### src/hdl/riscv_pkg.sv
package riscv_pkg;

    localparam int xlen = 32;
    localparam int reg_addr_w = 5;

    typedef logic [xlen-1:0] word_t;
    typedef logic [reg_addr_w-1:0] reg_addr_t;

    // major opcodes of the supported subset
    localparam logic [6:0] op_alu_r = 7'b0110011;
    localparam logic [6:0] op_alu_i = 7'b0010011;
    localparam logic [6:0] op_lui = 7'b0110111;
    localparam logic [6:0] op_load = 7'b0000011;
    localparam logic [6:0] op_store = 7'b0100011;
    localparam logic [6:0] op_branch = 7'b1100011;
    localparam logic [6:0] op_jal = 7'b1101111;

    // branch condition codes
    localparam logic [1:0] br_eq = 2'd0;
    localparam logic [1:0] br_ne = 2'd1;
    localparam logic [1:0] br_lt = 2'd2;

    localparam word_t reset_pc = 32'h0000_0000;

    typedef enum logic [3:0] {
        alu_add,
        alu_sub,
        alu_and,
        alu_or,
        alu_xor,
        alu_slt,
        alu_sll,
        alu_srl,
        alu_pass_b
    } alu_op_t;

    typedef struct packed {
        logic valid;
        word_t pc;
        word_t inst;
    } if_id_t;

    typedef struct packed {
        logic valid;
        word_t pc;
        word_t rs1_val;
        word_t rs2_val;
        word_t imm;
        reg_addr_t rd;
        alu_op_t alu_op;
        logic use_imm;
        logic is_load;
        logic is_store;
        logic is_branch;
        logic is_jal;
        logic writes_rd;
        logic [1:0] branch_cond;
    } id_ex_t;

    typedef enum logic {
        mem_idle,
        mem_wait
    } mem_state_t;

endpackage

### src/hdl/exec_alu.sv
`timescale 1ns/1ps

module exec_alu (
    input riscv_pkg::word_t pc,
    input riscv_pkg::word_t a,
    input riscv_pkg::word_t b,
    input riscv_pkg::word_t imm,
    input riscv_pkg::alu_op_t alu_op,
    input logic use_imm,
    input logic is_branch,
    input logic is_jal,
    input logic valid,
    input logic [1:0] branch_cond,
    output riscv_pkg::word_t result,
    output riscv_pkg::word_t target,
    output logic taken
);

    riscv_pkg::word_t op_b;
    riscv_pkg::word_t alu_out;
    logic cond_met;

    assign op_b = use_imm ? imm : b;

    always_comb begin
        case (alu_op)
            riscv_pkg::alu_add: alu_out = a + op_b;
            riscv_pkg::alu_sub: alu_out = a - op_b;
            riscv_pkg::alu_and: alu_out = a & op_b;
            riscv_pkg::alu_or: alu_out = a | op_b;
            riscv_pkg::alu_xor: alu_out = a ^ op_b;
            riscv_pkg::alu_slt: alu_out = {31'd0, $signed(a) < $signed(op_b)};
            riscv_pkg::alu_sll: alu_out = a << op_b[4:0];
            riscv_pkg::alu_srl: alu_out = a >> op_b[4:0];
            riscv_pkg::alu_pass_b: alu_out = op_b;
            default: alu_out = '0;
        endcase
    end

    // branches compare the two register values
    always_comb begin
        case (branch_cond)
            riscv_pkg::br_eq: cond_met = (a == b);
            riscv_pkg::br_ne: cond_met = (a != b);
            riscv_pkg::br_lt: cond_met = ($signed(a) < $signed(b));
            default: cond_met = 1'b0;
        endcase
    end

    // link address for jal
    assign result = is_jal ? pc + 32'd4 : alu_out;
    assign target = pc + imm;
    assign taken = valid && (is_jal || (is_branch && cond_met));

endmodule

### src/hdl/fetch_pc.sv
`timescale 1ns/1ps

module fetch_pc (
    input logic clk,
    input logic rst,
    input logic stall,
    input logic redirect,
    input riscv_pkg::word_t target,
    output riscv_pkg::word_t pc
);

    always_ff @(posedge clk or negedge rst) begin
        if (!rst) begin
            pc <= riscv_pkg::reset_pc;
        end else if (redirect) begin
            pc <= target;
        end else if (!stall) begin
            pc <= pc + 32'd4;
        end
    end

    // a branch in execute is never a memory op, so both cannot meet
    a_no_redirect_in_stall: assert property (
        @(posedge clk) disable iff (!rst)
        !(redirect && stall)
    );

endmodule

### src/hdl/hazard_ctrl.sv
`timescale 1ns/1ps

module hazard_ctrl (
    input logic clk,
    input logic rst,
    input riscv_pkg::reg_addr_t rs1,
    input riscv_pkg::reg_addr_t rs2,
    input riscv_pkg::word_t rf_rs1,
    input riscv_pkg::word_t rf_rs2,
    input riscv_pkg::reg_addr_t ex_rd,
    input logic ex_writes,
    input riscv_pkg::word_t ex_value,
    input logic mem_busy,
    input logic taken,
    output riscv_pkg::word_t op_a,
    output riscv_pkg::word_t op_b,
    output riscv_pkg::reg_addr_t wb_addr,
    output logic wb_en,
    output riscv_pkg::word_t wb_data,
    output logic stall,
    output logic flush
);

    logic ex_hit_a;
    logic ex_hit_b;
    logic wb_hit_a;
    logic wb_hit_b;
    logic wb_load;

    // x0 never matches
    assign ex_hit_a = ex_writes && (ex_rd != '0) && (ex_rd == rs1);
    assign ex_hit_b = ex_writes && (ex_rd != '0) && (ex_rd == rs2);
    assign wb_hit_a = wb_en && (wb_addr != '0) && (wb_addr == rs1);
    assign wb_hit_b = wb_en && (wb_addr != '0) && (wb_addr == rs2);

    // newest value wins
    assign op_a = ex_hit_a ? ex_value : (wb_hit_a ? wb_data : rf_rs1);
    assign op_b = ex_hit_b ? ex_value : (wb_hit_b ? wb_data : rf_rs2);

    assign wb_load = ex_writes && !mem_busy;

    always_ff @(posedge clk or negedge rst) begin
        if (!rst) begin
            wb_en <= 1'b0;
        end else begin
            wb_en <= wb_load;
        end
    end

    always_ff @(posedge clk) begin
        if (wb_load) begin
            wb_addr <= ex_rd;
            wb_data <= ex_value;
        end
    end

    assign stall = mem_busy;
    assign flush = taken;

endmodule

### src/hdl/inst_decoder.sv
`timescale 1ns/1ps

module inst_decoder (
    input riscv_pkg::word_t inst,
    output riscv_pkg::reg_addr_t rs1,
    output riscv_pkg::reg_addr_t rs2,
    output riscv_pkg::reg_addr_t rd,
    output riscv_pkg::word_t imm,
    output riscv_pkg::alu_op_t alu_op,
    output logic use_imm,
    output logic is_load,
    output logic is_store,
    output logic is_branch,
    output logic is_jal,
    output logic writes_rd,
    output logic [1:0] branch_cond
);

    logic [6:0] opcode;
    logic [2:0] funct3;

    function automatic riscv_pkg::alu_op_t alu_from_f3(logic [2:0] f3, logic sub);
        case (f3)
            3'b000: return sub ? riscv_pkg::alu_sub : riscv_pkg::alu_add;
            3'b111: return riscv_pkg::alu_and;
            3'b110: return riscv_pkg::alu_or;
            3'b100: return riscv_pkg::alu_xor;
            3'b010: return riscv_pkg::alu_slt;
            3'b001: return riscv_pkg::alu_sll;
            3'b101: return riscv_pkg::alu_srl;
            default: return riscv_pkg::alu_add;
        endcase
    endfunction

    assign opcode = inst[6:0];
    assign funct3 = inst[14:12];
    assign rs1 = inst[19:15];
    assign rs2 = inst[24:20];
    assign rd = inst[11:7];

    always_comb begin
        imm = {{20{inst[31]}}, inst[31:20]};
        alu_op = riscv_pkg::alu_add;
        use_imm = 1'b0;
        is_load = 1'b0;
        is_store = 1'b0;
        is_branch = 1'b0;
        is_jal = 1'b0;
        writes_rd = 1'b0;
        branch_cond = riscv_pkg::br_eq;
        case (opcode)
            riscv_pkg::op_alu_r: begin
                alu_op = alu_from_f3(funct3, inst[30]);
                writes_rd = 1'b1;
            end
            riscv_pkg::op_alu_i: begin
                alu_op = alu_from_f3(funct3, 1'b0);
                use_imm = 1'b1;
                writes_rd = 1'b1;
            end
            riscv_pkg::op_lui: begin
                imm = {inst[31:12], 12'd0};
                alu_op = riscv_pkg::alu_pass_b;
                use_imm = 1'b1;
                writes_rd = 1'b1;
            end
            riscv_pkg::op_load: begin
                use_imm = 1'b1;
                is_load = 1'b1;
                writes_rd = 1'b1;
            end
            riscv_pkg::op_store: begin
                imm = {{20{inst[31]}}, inst[31:25], inst[11:7]};
                use_imm = 1'b1;
                is_store = 1'b1;
            end
            riscv_pkg::op_branch: begin
                imm = {{19{inst[31]}}, inst[31], inst[7], inst[30:25], inst[11:8], 1'b0};
                // only beq, bne and blt are recognized
                is_branch = (funct3 == 3'b000) || (funct3 == 3'b001) || (funct3 == 3'b100);
                branch_cond = (funct3 == 3'b100) ? riscv_pkg::br_lt :
                              (funct3 == 3'b001) ? riscv_pkg::br_ne : riscv_pkg::br_eq;
            end
            riscv_pkg::op_jal: begin
                imm = {{11{inst[31]}}, inst[31], inst[19:12], inst[20], inst[30:21], 1'b0};
                is_jal = 1'b1;
                writes_rd = 1'b1;
            end
            default: ;
        endcase
    end

endmodule

### src/hdl/mem_access_fsm.sv
`timescale 1ns/1ps

module mem_access_fsm (
    input logic clk,
    input logic rst,
    input logic start_load,
    input logic start_store,
    input riscv_pkg::word_t addr,
    input riscv_pkg::word_t store_data,
    input riscv_pkg::word_t rdata,
    input logic mem_ready,
    output logic read_en,
    output logic write_en,
    output logic busy,
    output riscv_pkg::word_t mem_addr,
    output riscv_pkg::word_t wdata,
    output riscv_pkg::word_t load_data
);

    riscv_pkg::mem_state_t state;
    logic rd_q;
    logic wr_q;
    riscv_pkg::word_t addr_q;
    riscv_pkg::word_t data_q;

    always_ff @(posedge clk or negedge rst) begin
        if (!rst) begin
            state <= riscv_pkg::mem_idle;
            rd_q <= 1'b0;
            wr_q <= 1'b0;
        end else begin
            case (state)
                riscv_pkg::mem_idle: begin
                    if ((start_load || start_store) && !mem_ready) begin
                        state <= riscv_pkg::mem_wait;
                        rd_q <= start_load;
                        wr_q <= start_store;
                    end
                end
                riscv_pkg::mem_wait: begin
                    if (mem_ready) begin
                        state <= riscv_pkg::mem_idle;
                    end
                end
                default: state <= riscv_pkg::mem_idle;
            endcase
        end
    end

    // request copy held across the wait
    always_ff @(posedge clk) begin
        if (state == riscv_pkg::mem_idle) begin
            addr_q <= addr;
            data_q <= store_data;
        end
    end

    always_comb begin
        if (state == riscv_pkg::mem_wait) begin
            read_en = rd_q;
            write_en = wr_q;
            mem_addr = addr_q;
            wdata = data_q;
        end else begin
            read_en = start_load;
            write_en = start_store;
            mem_addr = addr;
            wdata = store_data;
        end
    end

    assign busy = (read_en || write_en) && !mem_ready;
    assign load_data = rdata;

    a_req_stable: assert property (
        @(posedge clk) disable iff (!rst)
        (read_en || write_en) && !mem_ready |=>
            $stable(mem_addr) && $stable(wdata) && $stable(read_en) && $stable(write_en)
    );

    // decode never flags an instruction as both load and store
    a_one_dir: assert property (
        @(posedge clk) disable iff (!rst)
        !(read_en && write_en)
    );

endmodule

### src/hdl/reg_file.sv
`timescale 1ns/1ps

module reg_file (
    input logic clk,
    input logic rst,
    input riscv_pkg::reg_addr_t rs1,
    input riscv_pkg::reg_addr_t rs2,
    input riscv_pkg::reg_addr_t wr_addr,
    input logic wr_en,
    input riscv_pkg::word_t wr_data,
    output riscv_pkg::word_t rs1_data,
    output riscv_pkg::word_t rs2_data
);

    // x0 has no storage
    riscv_pkg::word_t regs [1:31];

    always_ff @(posedge clk or negedge rst) begin
        if (!rst) begin
            for (int i = 1; i < 32; i++) begin
                regs[i] <= '0;
            end
        end else if (wr_en && (wr_addr != '0)) begin
            regs[wr_addr] <= wr_data;
        end
    end

    assign rs1_data = (rs1 == '0) ? '0 : regs[rs1];
    assign rs2_data = (rs2 == '0) ? '0 : regs[rs2];

endmodule

### src/hdl/riscv_core.sv
`timescale 1ns/1ps

module riscv_core (
    input logic clk,
    input logic rst,
    output riscv_pkg::word_t inst_addr,
    input riscv_pkg::word_t inst_data,
    output riscv_pkg::word_t mem_addr,
    output riscv_pkg::word_t wdata,
    output logic read_en,
    output logic write_en,
    input riscv_pkg::word_t rdata,
    input logic mem_ready
);

    riscv_pkg::if_id_t if_id_d;
    riscv_pkg::if_id_t if_id_q;
    riscv_pkg::id_ex_t id_ex_d;
    riscv_pkg::id_ex_t id_ex_q;

    riscv_pkg::reg_addr_t rs1;
    riscv_pkg::reg_addr_t rs2;
    riscv_pkg::word_t rf_rs1;
    riscv_pkg::word_t rf_rs2;
    riscv_pkg::reg_addr_t wb_addr;
    riscv_pkg::word_t wb_data;
    logic wb_en;

    riscv_pkg::word_t ex_result;
    riscv_pkg::word_t ex_target;
    riscv_pkg::word_t ex_value;
    riscv_pkg::word_t load_data;
    logic taken;
    logic mem_busy;
    logic stall;
    logic flush;

    fetch_pc u_fetch_pc (
        .clk(clk), .rst(rst), .stall(stall), .redirect(taken),
        .target(ex_target), .pc(inst_addr)
    );

    // fetch always delivers a valid word
    assign if_id_d = '{valid: 1'b1, pc: inst_addr, inst: inst_data};

    stage_reg #(.payload_t(riscv_pkg::if_id_t)) u_if_id (
        .clk(clk), .rst(rst), .hold(stall), .flush(flush), .d(if_id_d), .q(if_id_q)
    );

    inst_decoder u_inst_decoder (
        .inst(if_id_q.inst), .rs1(rs1), .rs2(rs2), .rd(id_ex_d.rd), .imm(id_ex_d.imm),
        .alu_op(id_ex_d.alu_op), .use_imm(id_ex_d.use_imm), .is_load(id_ex_d.is_load),
        .is_store(id_ex_d.is_store), .is_branch(id_ex_d.is_branch), .is_jal(id_ex_d.is_jal),
        .writes_rd(id_ex_d.writes_rd), .branch_cond(id_ex_d.branch_cond)
    );

    reg_file u_reg_file (
        .clk(clk), .rst(rst), .rs1(rs1), .rs2(rs2), .wr_addr(wb_addr), .wr_en(wb_en),
        .wr_data(wb_data), .rs1_data(rf_rs1), .rs2_data(rf_rs2)
    );

    hazard_ctrl u_hazard_ctrl (
        .clk(clk), .rst(rst), .rs1(rs1), .rs2(rs2), .rf_rs1(rf_rs1), .rf_rs2(rf_rs2),
        .ex_rd(id_ex_q.rd), .ex_writes(id_ex_q.valid && id_ex_q.writes_rd),
        .ex_value(ex_value), .mem_busy(mem_busy), .taken(taken),
        .op_a(id_ex_d.rs1_val), .op_b(id_ex_d.rs2_val), .wb_addr(wb_addr), .wb_en(wb_en),
        .wb_data(wb_data), .stall(stall), .flush(flush)
    );

    assign id_ex_d.valid = if_id_q.valid;
    assign id_ex_d.pc = if_id_q.pc;

    stage_reg #(.payload_t(riscv_pkg::id_ex_t)) u_id_ex (
        .clk(clk), .rst(rst), .hold(stall), .flush(flush), .d(id_ex_d), .q(id_ex_q)
    );

    exec_alu u_exec_alu (
        .pc(id_ex_q.pc), .a(id_ex_q.rs1_val), .b(id_ex_q.rs2_val), .imm(id_ex_q.imm),
        .alu_op(id_ex_q.alu_op), .use_imm(id_ex_q.use_imm), .is_branch(id_ex_q.is_branch),
        .is_jal(id_ex_q.is_jal), .valid(id_ex_q.valid), .branch_cond(id_ex_q.branch_cond),
        .result(ex_result), .target(ex_target), .taken(taken)
    );

    mem_access_fsm u_mem_access_fsm (
        .clk(clk), .rst(rst), .start_load(id_ex_q.valid && id_ex_q.is_load),
        .start_store(id_ex_q.valid && id_ex_q.is_store), .addr(ex_result),
        .store_data(id_ex_q.rs2_val), .rdata(rdata), .mem_ready(mem_ready),
        .read_en(read_en), .write_en(write_en), .busy(mem_busy), .mem_addr(mem_addr),
        .wdata(wdata), .load_data(load_data)
    );

    // load data replaces the address on completion
    assign ex_value = id_ex_q.is_load ? load_data : ex_result;

endmodule

### src/hdl/stage_reg.sv
`timescale 1ns/1ps

module stage_reg #(
    parameter type payload_t = logic
) (
    input logic clk,
    input logic rst,
    input logic hold,
    input logic flush,
    input payload_t d,
    output payload_t q
);

    // cleared payload has valid low
    always_ff @(posedge clk or negedge rst) begin
        if (!rst) begin
            q <= '0;
        end else if (flush) begin
            q <= '0;
        end else if (!hold) begin
            q <= d;
        end
    end

endmodule

### config.mk
export PLATFORM = sky130hd
export DESIGN_NAME = riscv_core
export DESIGN_NICKNAME = d
export VERILOG_FILES = /design/src/hdl/riscv_pkg.sv /design/src/hdl/exec_alu.sv /design/src/hdl/fetch_pc.sv /design/src/hdl/hazard_ctrl.sv /design/src/hdl/inst_decoder.sv /design/src/hdl/mem_access_fsm.sv /design/src/hdl/reg_file.sv /design/src/hdl/riscv_core.sv /design/src/hdl/stage_reg.sv
export SDC_FILE = /design/constraint.sdc
export NUM_CORES = 2
export LEC_CHECK = 0
export ABC_AREA = 1
export BUFFER_PORTS_ARGS = -buffer_cell sky130_fd_sc_hd__clkbuf_2
export CAP_MARGIN = 20
export CORE_ASPECT_RATIO = 1.4
export CORE_MARGIN = 4
export CORE_UTILIZATION = 23
export CTS_BUF_LIST = sky130_fd_sc_hd__clkbuf_4
export DETAILED_ROUTE_END_ITERATION = 12
export PLACE_DENSITY = 0.48
export SYNTH_ARGS = -nofsm -noshare
export SYNTH_HDL_FRONTEND = slang
export SYNTH_SLANG_ARGS = --single-unit
### constraint.sdc
create_clock -name clk -period 4.7 [get_ports clk]
set_input_delay 0.94 -clock clk [delete_from_list [all_inputs] [get_ports clk]]
set_output_delay 0.94 -clock clk [all_outputs]
set_load 0.02 [all_outputs]
==> impl_metrics.tcl <==
set metrics [dict create \
    drt_iter0_drc 9303 \
    peakVddDrop_v 0.000296 \
    synth-edff-count 37 \
    h-tree-depth 5 \
    power.density_mw_per_mm2 400 \
    die_y_um 714 \
    utilization_pct 27.0 \
    status "complete, but fails checks" \
    cpPeakStageDelay_ns 0.43 \
    synth_area_mm2 0.0818 \
    fin_tns_setup_ns -23.00 \
    grt_pass1_wl_mm 621 \
    synth_area_leaders "dfrtp_1 (38%), o21ai_0 (13%), nand2_1 (11%), nand3_1 (5.6%), a21oi_1 (5.1%)" \
    fmax_mhz 179 \
    hold_path.class "primary input to asynchronous set/reset pin" \
    grt_pass1_vias 83600 \
    syn_inst 11400 \
    worst_pin_slew_ns 1.08 \
    area_growth_syn_to_layout_pct 16.8 \
    avgSynthCellArea_um2 7.17 \
    fin_nets 11800 \
    vias 86300 \
    skew_ns 0.141 \
    grt.overflow.total 0 \
    ant_nets 0 \
    grt_usage_pct 23.1 \
    detailed_place_hpwl_mm 298 \
    die_w_um 512 \
    synth_flop_cell "dfrtp_1" \
    synth-seq-cells 1340 \
    seq_area_frac_synth_pct 40.8 \
    drcViolationCount 0 \
    antenna_found_initial 13 \
    firstDrtPassIters 8 \
    finalCritPeriodShare_pct 119 \
    cp_top_family "simple AND/OR/NAND/NOR gates" \
    via_per_inst 5.22 \
    cts_tree "done" \
    async_flop_share_pct 92.5 \
    hold_viol_final 0 \
    numCtsBuffers 358 \
    port_buffers 164 \
    drv_slew 0 \
    worst_slack_ns -0.891 \
    path_cells "buf_12 > buf_4 > o21ai_2 > ha_1 > inv_2 > nand2_1 > nor2_2 > nand3_1 > nor3_1 > nand2_2 > nand3_1 > nand2_1 > nand3_1 > nand4_1 > nand3_1 > nand2_1 > buf_4" \
    hold_ws_ns 0.0977 \
    crit_buf_inv 4 \
    core-area_mm2 0.353 \
    synth_cell_types 58 \
    place_congestion 1.00 \
    crit_path_end_kind "output pin" \
    num_io_pins 165 \
    synth_top_area_share_pct 37.9 \
    total_power_mw 38.2 \
    rows 258 \
    start_util_pct 23.1 \
    relSlewSlack_pct 27.7 \
    violations "negative setup slack" \
    ys_warn_count 0 \
    crit_path_start_kind "flop" \
    crit_type "flop to output pin" \
    min_period_ns 5.59 \
    p_leak_nw 41.3 \
    path_clk_slew_ns 0.08 \
    max-cap-violations 0 \
    clock_sinks 1340 \
    setup_violations 32 \
    cpMaxStageDelayCell "dfrtp_2" \
    drive_gt1_share_pct 12.8 \
    crit_path_max_fanout 38 \
    place_ws_ns -0.164 \
    routedWlPerCell_um 26.6 \
    crit_arrival_ns 4.65 \
    cts_root_buffer "clkbuf_4" \
    wl_mm 440 \
    synth_fp_nets 11600 \
    rsz0062_at_grt "true" \
    cts_buffer_depth 4 \
    clk_latency_ns 1.40 \
    synth_area_leader_cell "dfrtp_1" \
    crit_top_cell "nand3_1" \
    worstPathRequired_ns 3.76 \
    nFillCells 39200 \
    die-area_mm2 0.365 \
    rrSetupSlack_ns 0.59 \
    grt_max_degree 154 \
]
[cell families (layout without fill, tap and decap cells)]
| family | after synthesis | count (layout) | synth area share (%) |
|---|---|---|---|
| AO/OA/AOI/OAI | 3598 | 3598 | 24.3 |
| XOR/XNOR | 86 | 86 | 0.921 |
| adder cells (fa/ha/maj) | 165 | 165 | 2.55 |
| buffers and inverters | 1919 | 2340 | 9.36 |
| flip-flops | 1340 | 1340 | 40.8 |
| other | 0 | 13 | 0 |
| AND/OR/NAND/NOR | 4304 | 4304 | 22.0 |
[layout make-up]
| class | instances | area (um^2) | area share, % |
|---|---|---|---|
| diodes | 13 | 32.5 | 0.0341 |
| clock inverters | 87 | 505 | 0.529 |
| multi-input cells | 8153 | 41900 | 43.8 |
| inverters | 1052 | 4010 | 4.19 |
| well taps | 4680 | 5860 | 6.13 |
| repair buffers | 670 | 5860 | 6.14 |
| flip-flops and latches | 1340 | 33400 | 35.0 |
| clock buffers | 531 | 3990 | 4.17 |
[layer usage]
layer	vias up	track usage [%]	wire length, um
li1	39100	-	-
met1	41700	26.6	165000
met2	4203	38.9	207000
met3	1260	3.51	29700
met4	6	16.9	38300
met5	-	0	40
[through the flow]
step	instance area, um^2	std cells
after floorplan	81800	11400
after global placement	89400	15800
after detailed placement	89400	15800
after CTS	95200	16500
after global routing	95500	16500
final	95500	16500
[Yosys cell counts (6+ instances only)]
| cell type | n |
|---|---|
| a211oi_1 | 12 |
| a22oi_1 | 18 |
| dfxtp_1 | 64 |
| o22ai_1 | 45 |
| buf_2 | 177 |
| o211ai_1 | 231 |
| nor2_2 | 18 |
| o2111ai_1 | 25 |
| nand4_1 | 98 |
| o21ai_0 | 2075 |
| o21bai_1 | 14 |
| nor2_1 | 687 |
| nand2_1 | 2418 |
| buf_4 | 33 |
| clkbuf_1 | 595 |
| edfxtp_1 | 37 |
| a21oi_1 | 827 |
| xnor2_1 | 18 |
| or2_2 | 26 |
| o21ai_1 | 51 |
| xor2_1 | 68 |
| buf_6 | 14 |
| nand2_2 | 11 |
| a21o_1 | 12 |
| nand3_1 | 916 |
| nor3_1 | 72 |
| dfrtp_1 | 1239 |
| buf_1 | 48 |
| o21a_1 | 6 |
| inv_2 | 12 |
| nand3b_1 | 14 |
| a31oi_1 | 29 |
| inv_1 | 1019 |
| o221ai_1 | 185 |
| clkinv_1 | 20 |
| nor4_1 | 15 |
| and2_1 | 8 |
| o21ai_2 | 6 |
| a221oi_1 | 39 |
| o311ai_0 | 12 |
| ha_1 | 162 |
[power by group]
group / switching, mW / total [mW] / internal (mW)
Clock: 5.58 / 11.0 / 5.42
Combinational: 9.38 / 13.4 / 3.99
Sequential: 1.22 / 13.9 / 12.7
Total: 16.2 / 38.2 / 22.1
[layout by cell type (no fill, tap or decap), types with 16 or more instances in the layout]
master            n
xor2_1           68
a221oi_1         38
a21oi_2          24
clkbuf_2        150
dfxtp_1          64
o21ai_1          65
a22oi_1          18
nor2_4           25
buf_12           81
xnor2_1          18
clkinv_1         72
nand3_2          19
inv_2            24
o211ai_1        231
nand2_4          26
a31oi_1          28
nor2_1          647
o2111ai_1        25
dlygate4sd3_1    50
or2_2            26
buf_4           370
edfxtp_1         37
nand2_1        2364
nand4_1          98
clkinv_2         16
o221ai_1        185
nand3_1         897
nor3_1           61
a21oi_1         800
clkbuf_4        540
dfrtp_1        1224
o22ai_1          45
ha_1            138
inv_1          1003
nor2_2           34
o21ai_0        2041
nand2_2          44
o21ai_2          21
[what timing repair did]
item / in CTS / in global routing
buffers inserted: 15 / 7
resized for setup: 209 / 63
setup endpoints to repair: 32 / 32
hold endpoints to repair: 545 / 0
pin swaps: 15 / 6
hold buffers: 50 / 0
gates cloned: 0 / 2
[flip-flops by register name, summed over array words and instances (netlist names), 5 cells and up]
register	cells
u_reg_file.regs	992
u_id_ex.q	146
u_if_id.q	65
u_fetch_pc.pc	32
u_hazard_ctrl.wb_data	32
u_mem_access_fsm.addr_q	32
u_mem_access_fsm.data_q	32
u_hazard_ctrl.wb_addr	5
[worst paths after layout]
check / startpoint / end / cells past startpoint
worst max-delay path: u_id_ex.q[7] / mem_addr[26] / 17
worst min-delay path: rst / u_id_ex.q[114] / 2
worst max register to register: u_id_ex.q[56] / u_id_ex.q[7] / 16
worst min register to register: u_mem_access_fsm.addr_q[5] / u_mem_access_fsm.addr_q[5] / 2
max in group asynchronous: rst / u_reg_file.regs[198] / 3
min in group clk: rdata[3] / u_hazard_ctrl.wb_data[3] / 3
(Power assumes the default switching activity.)
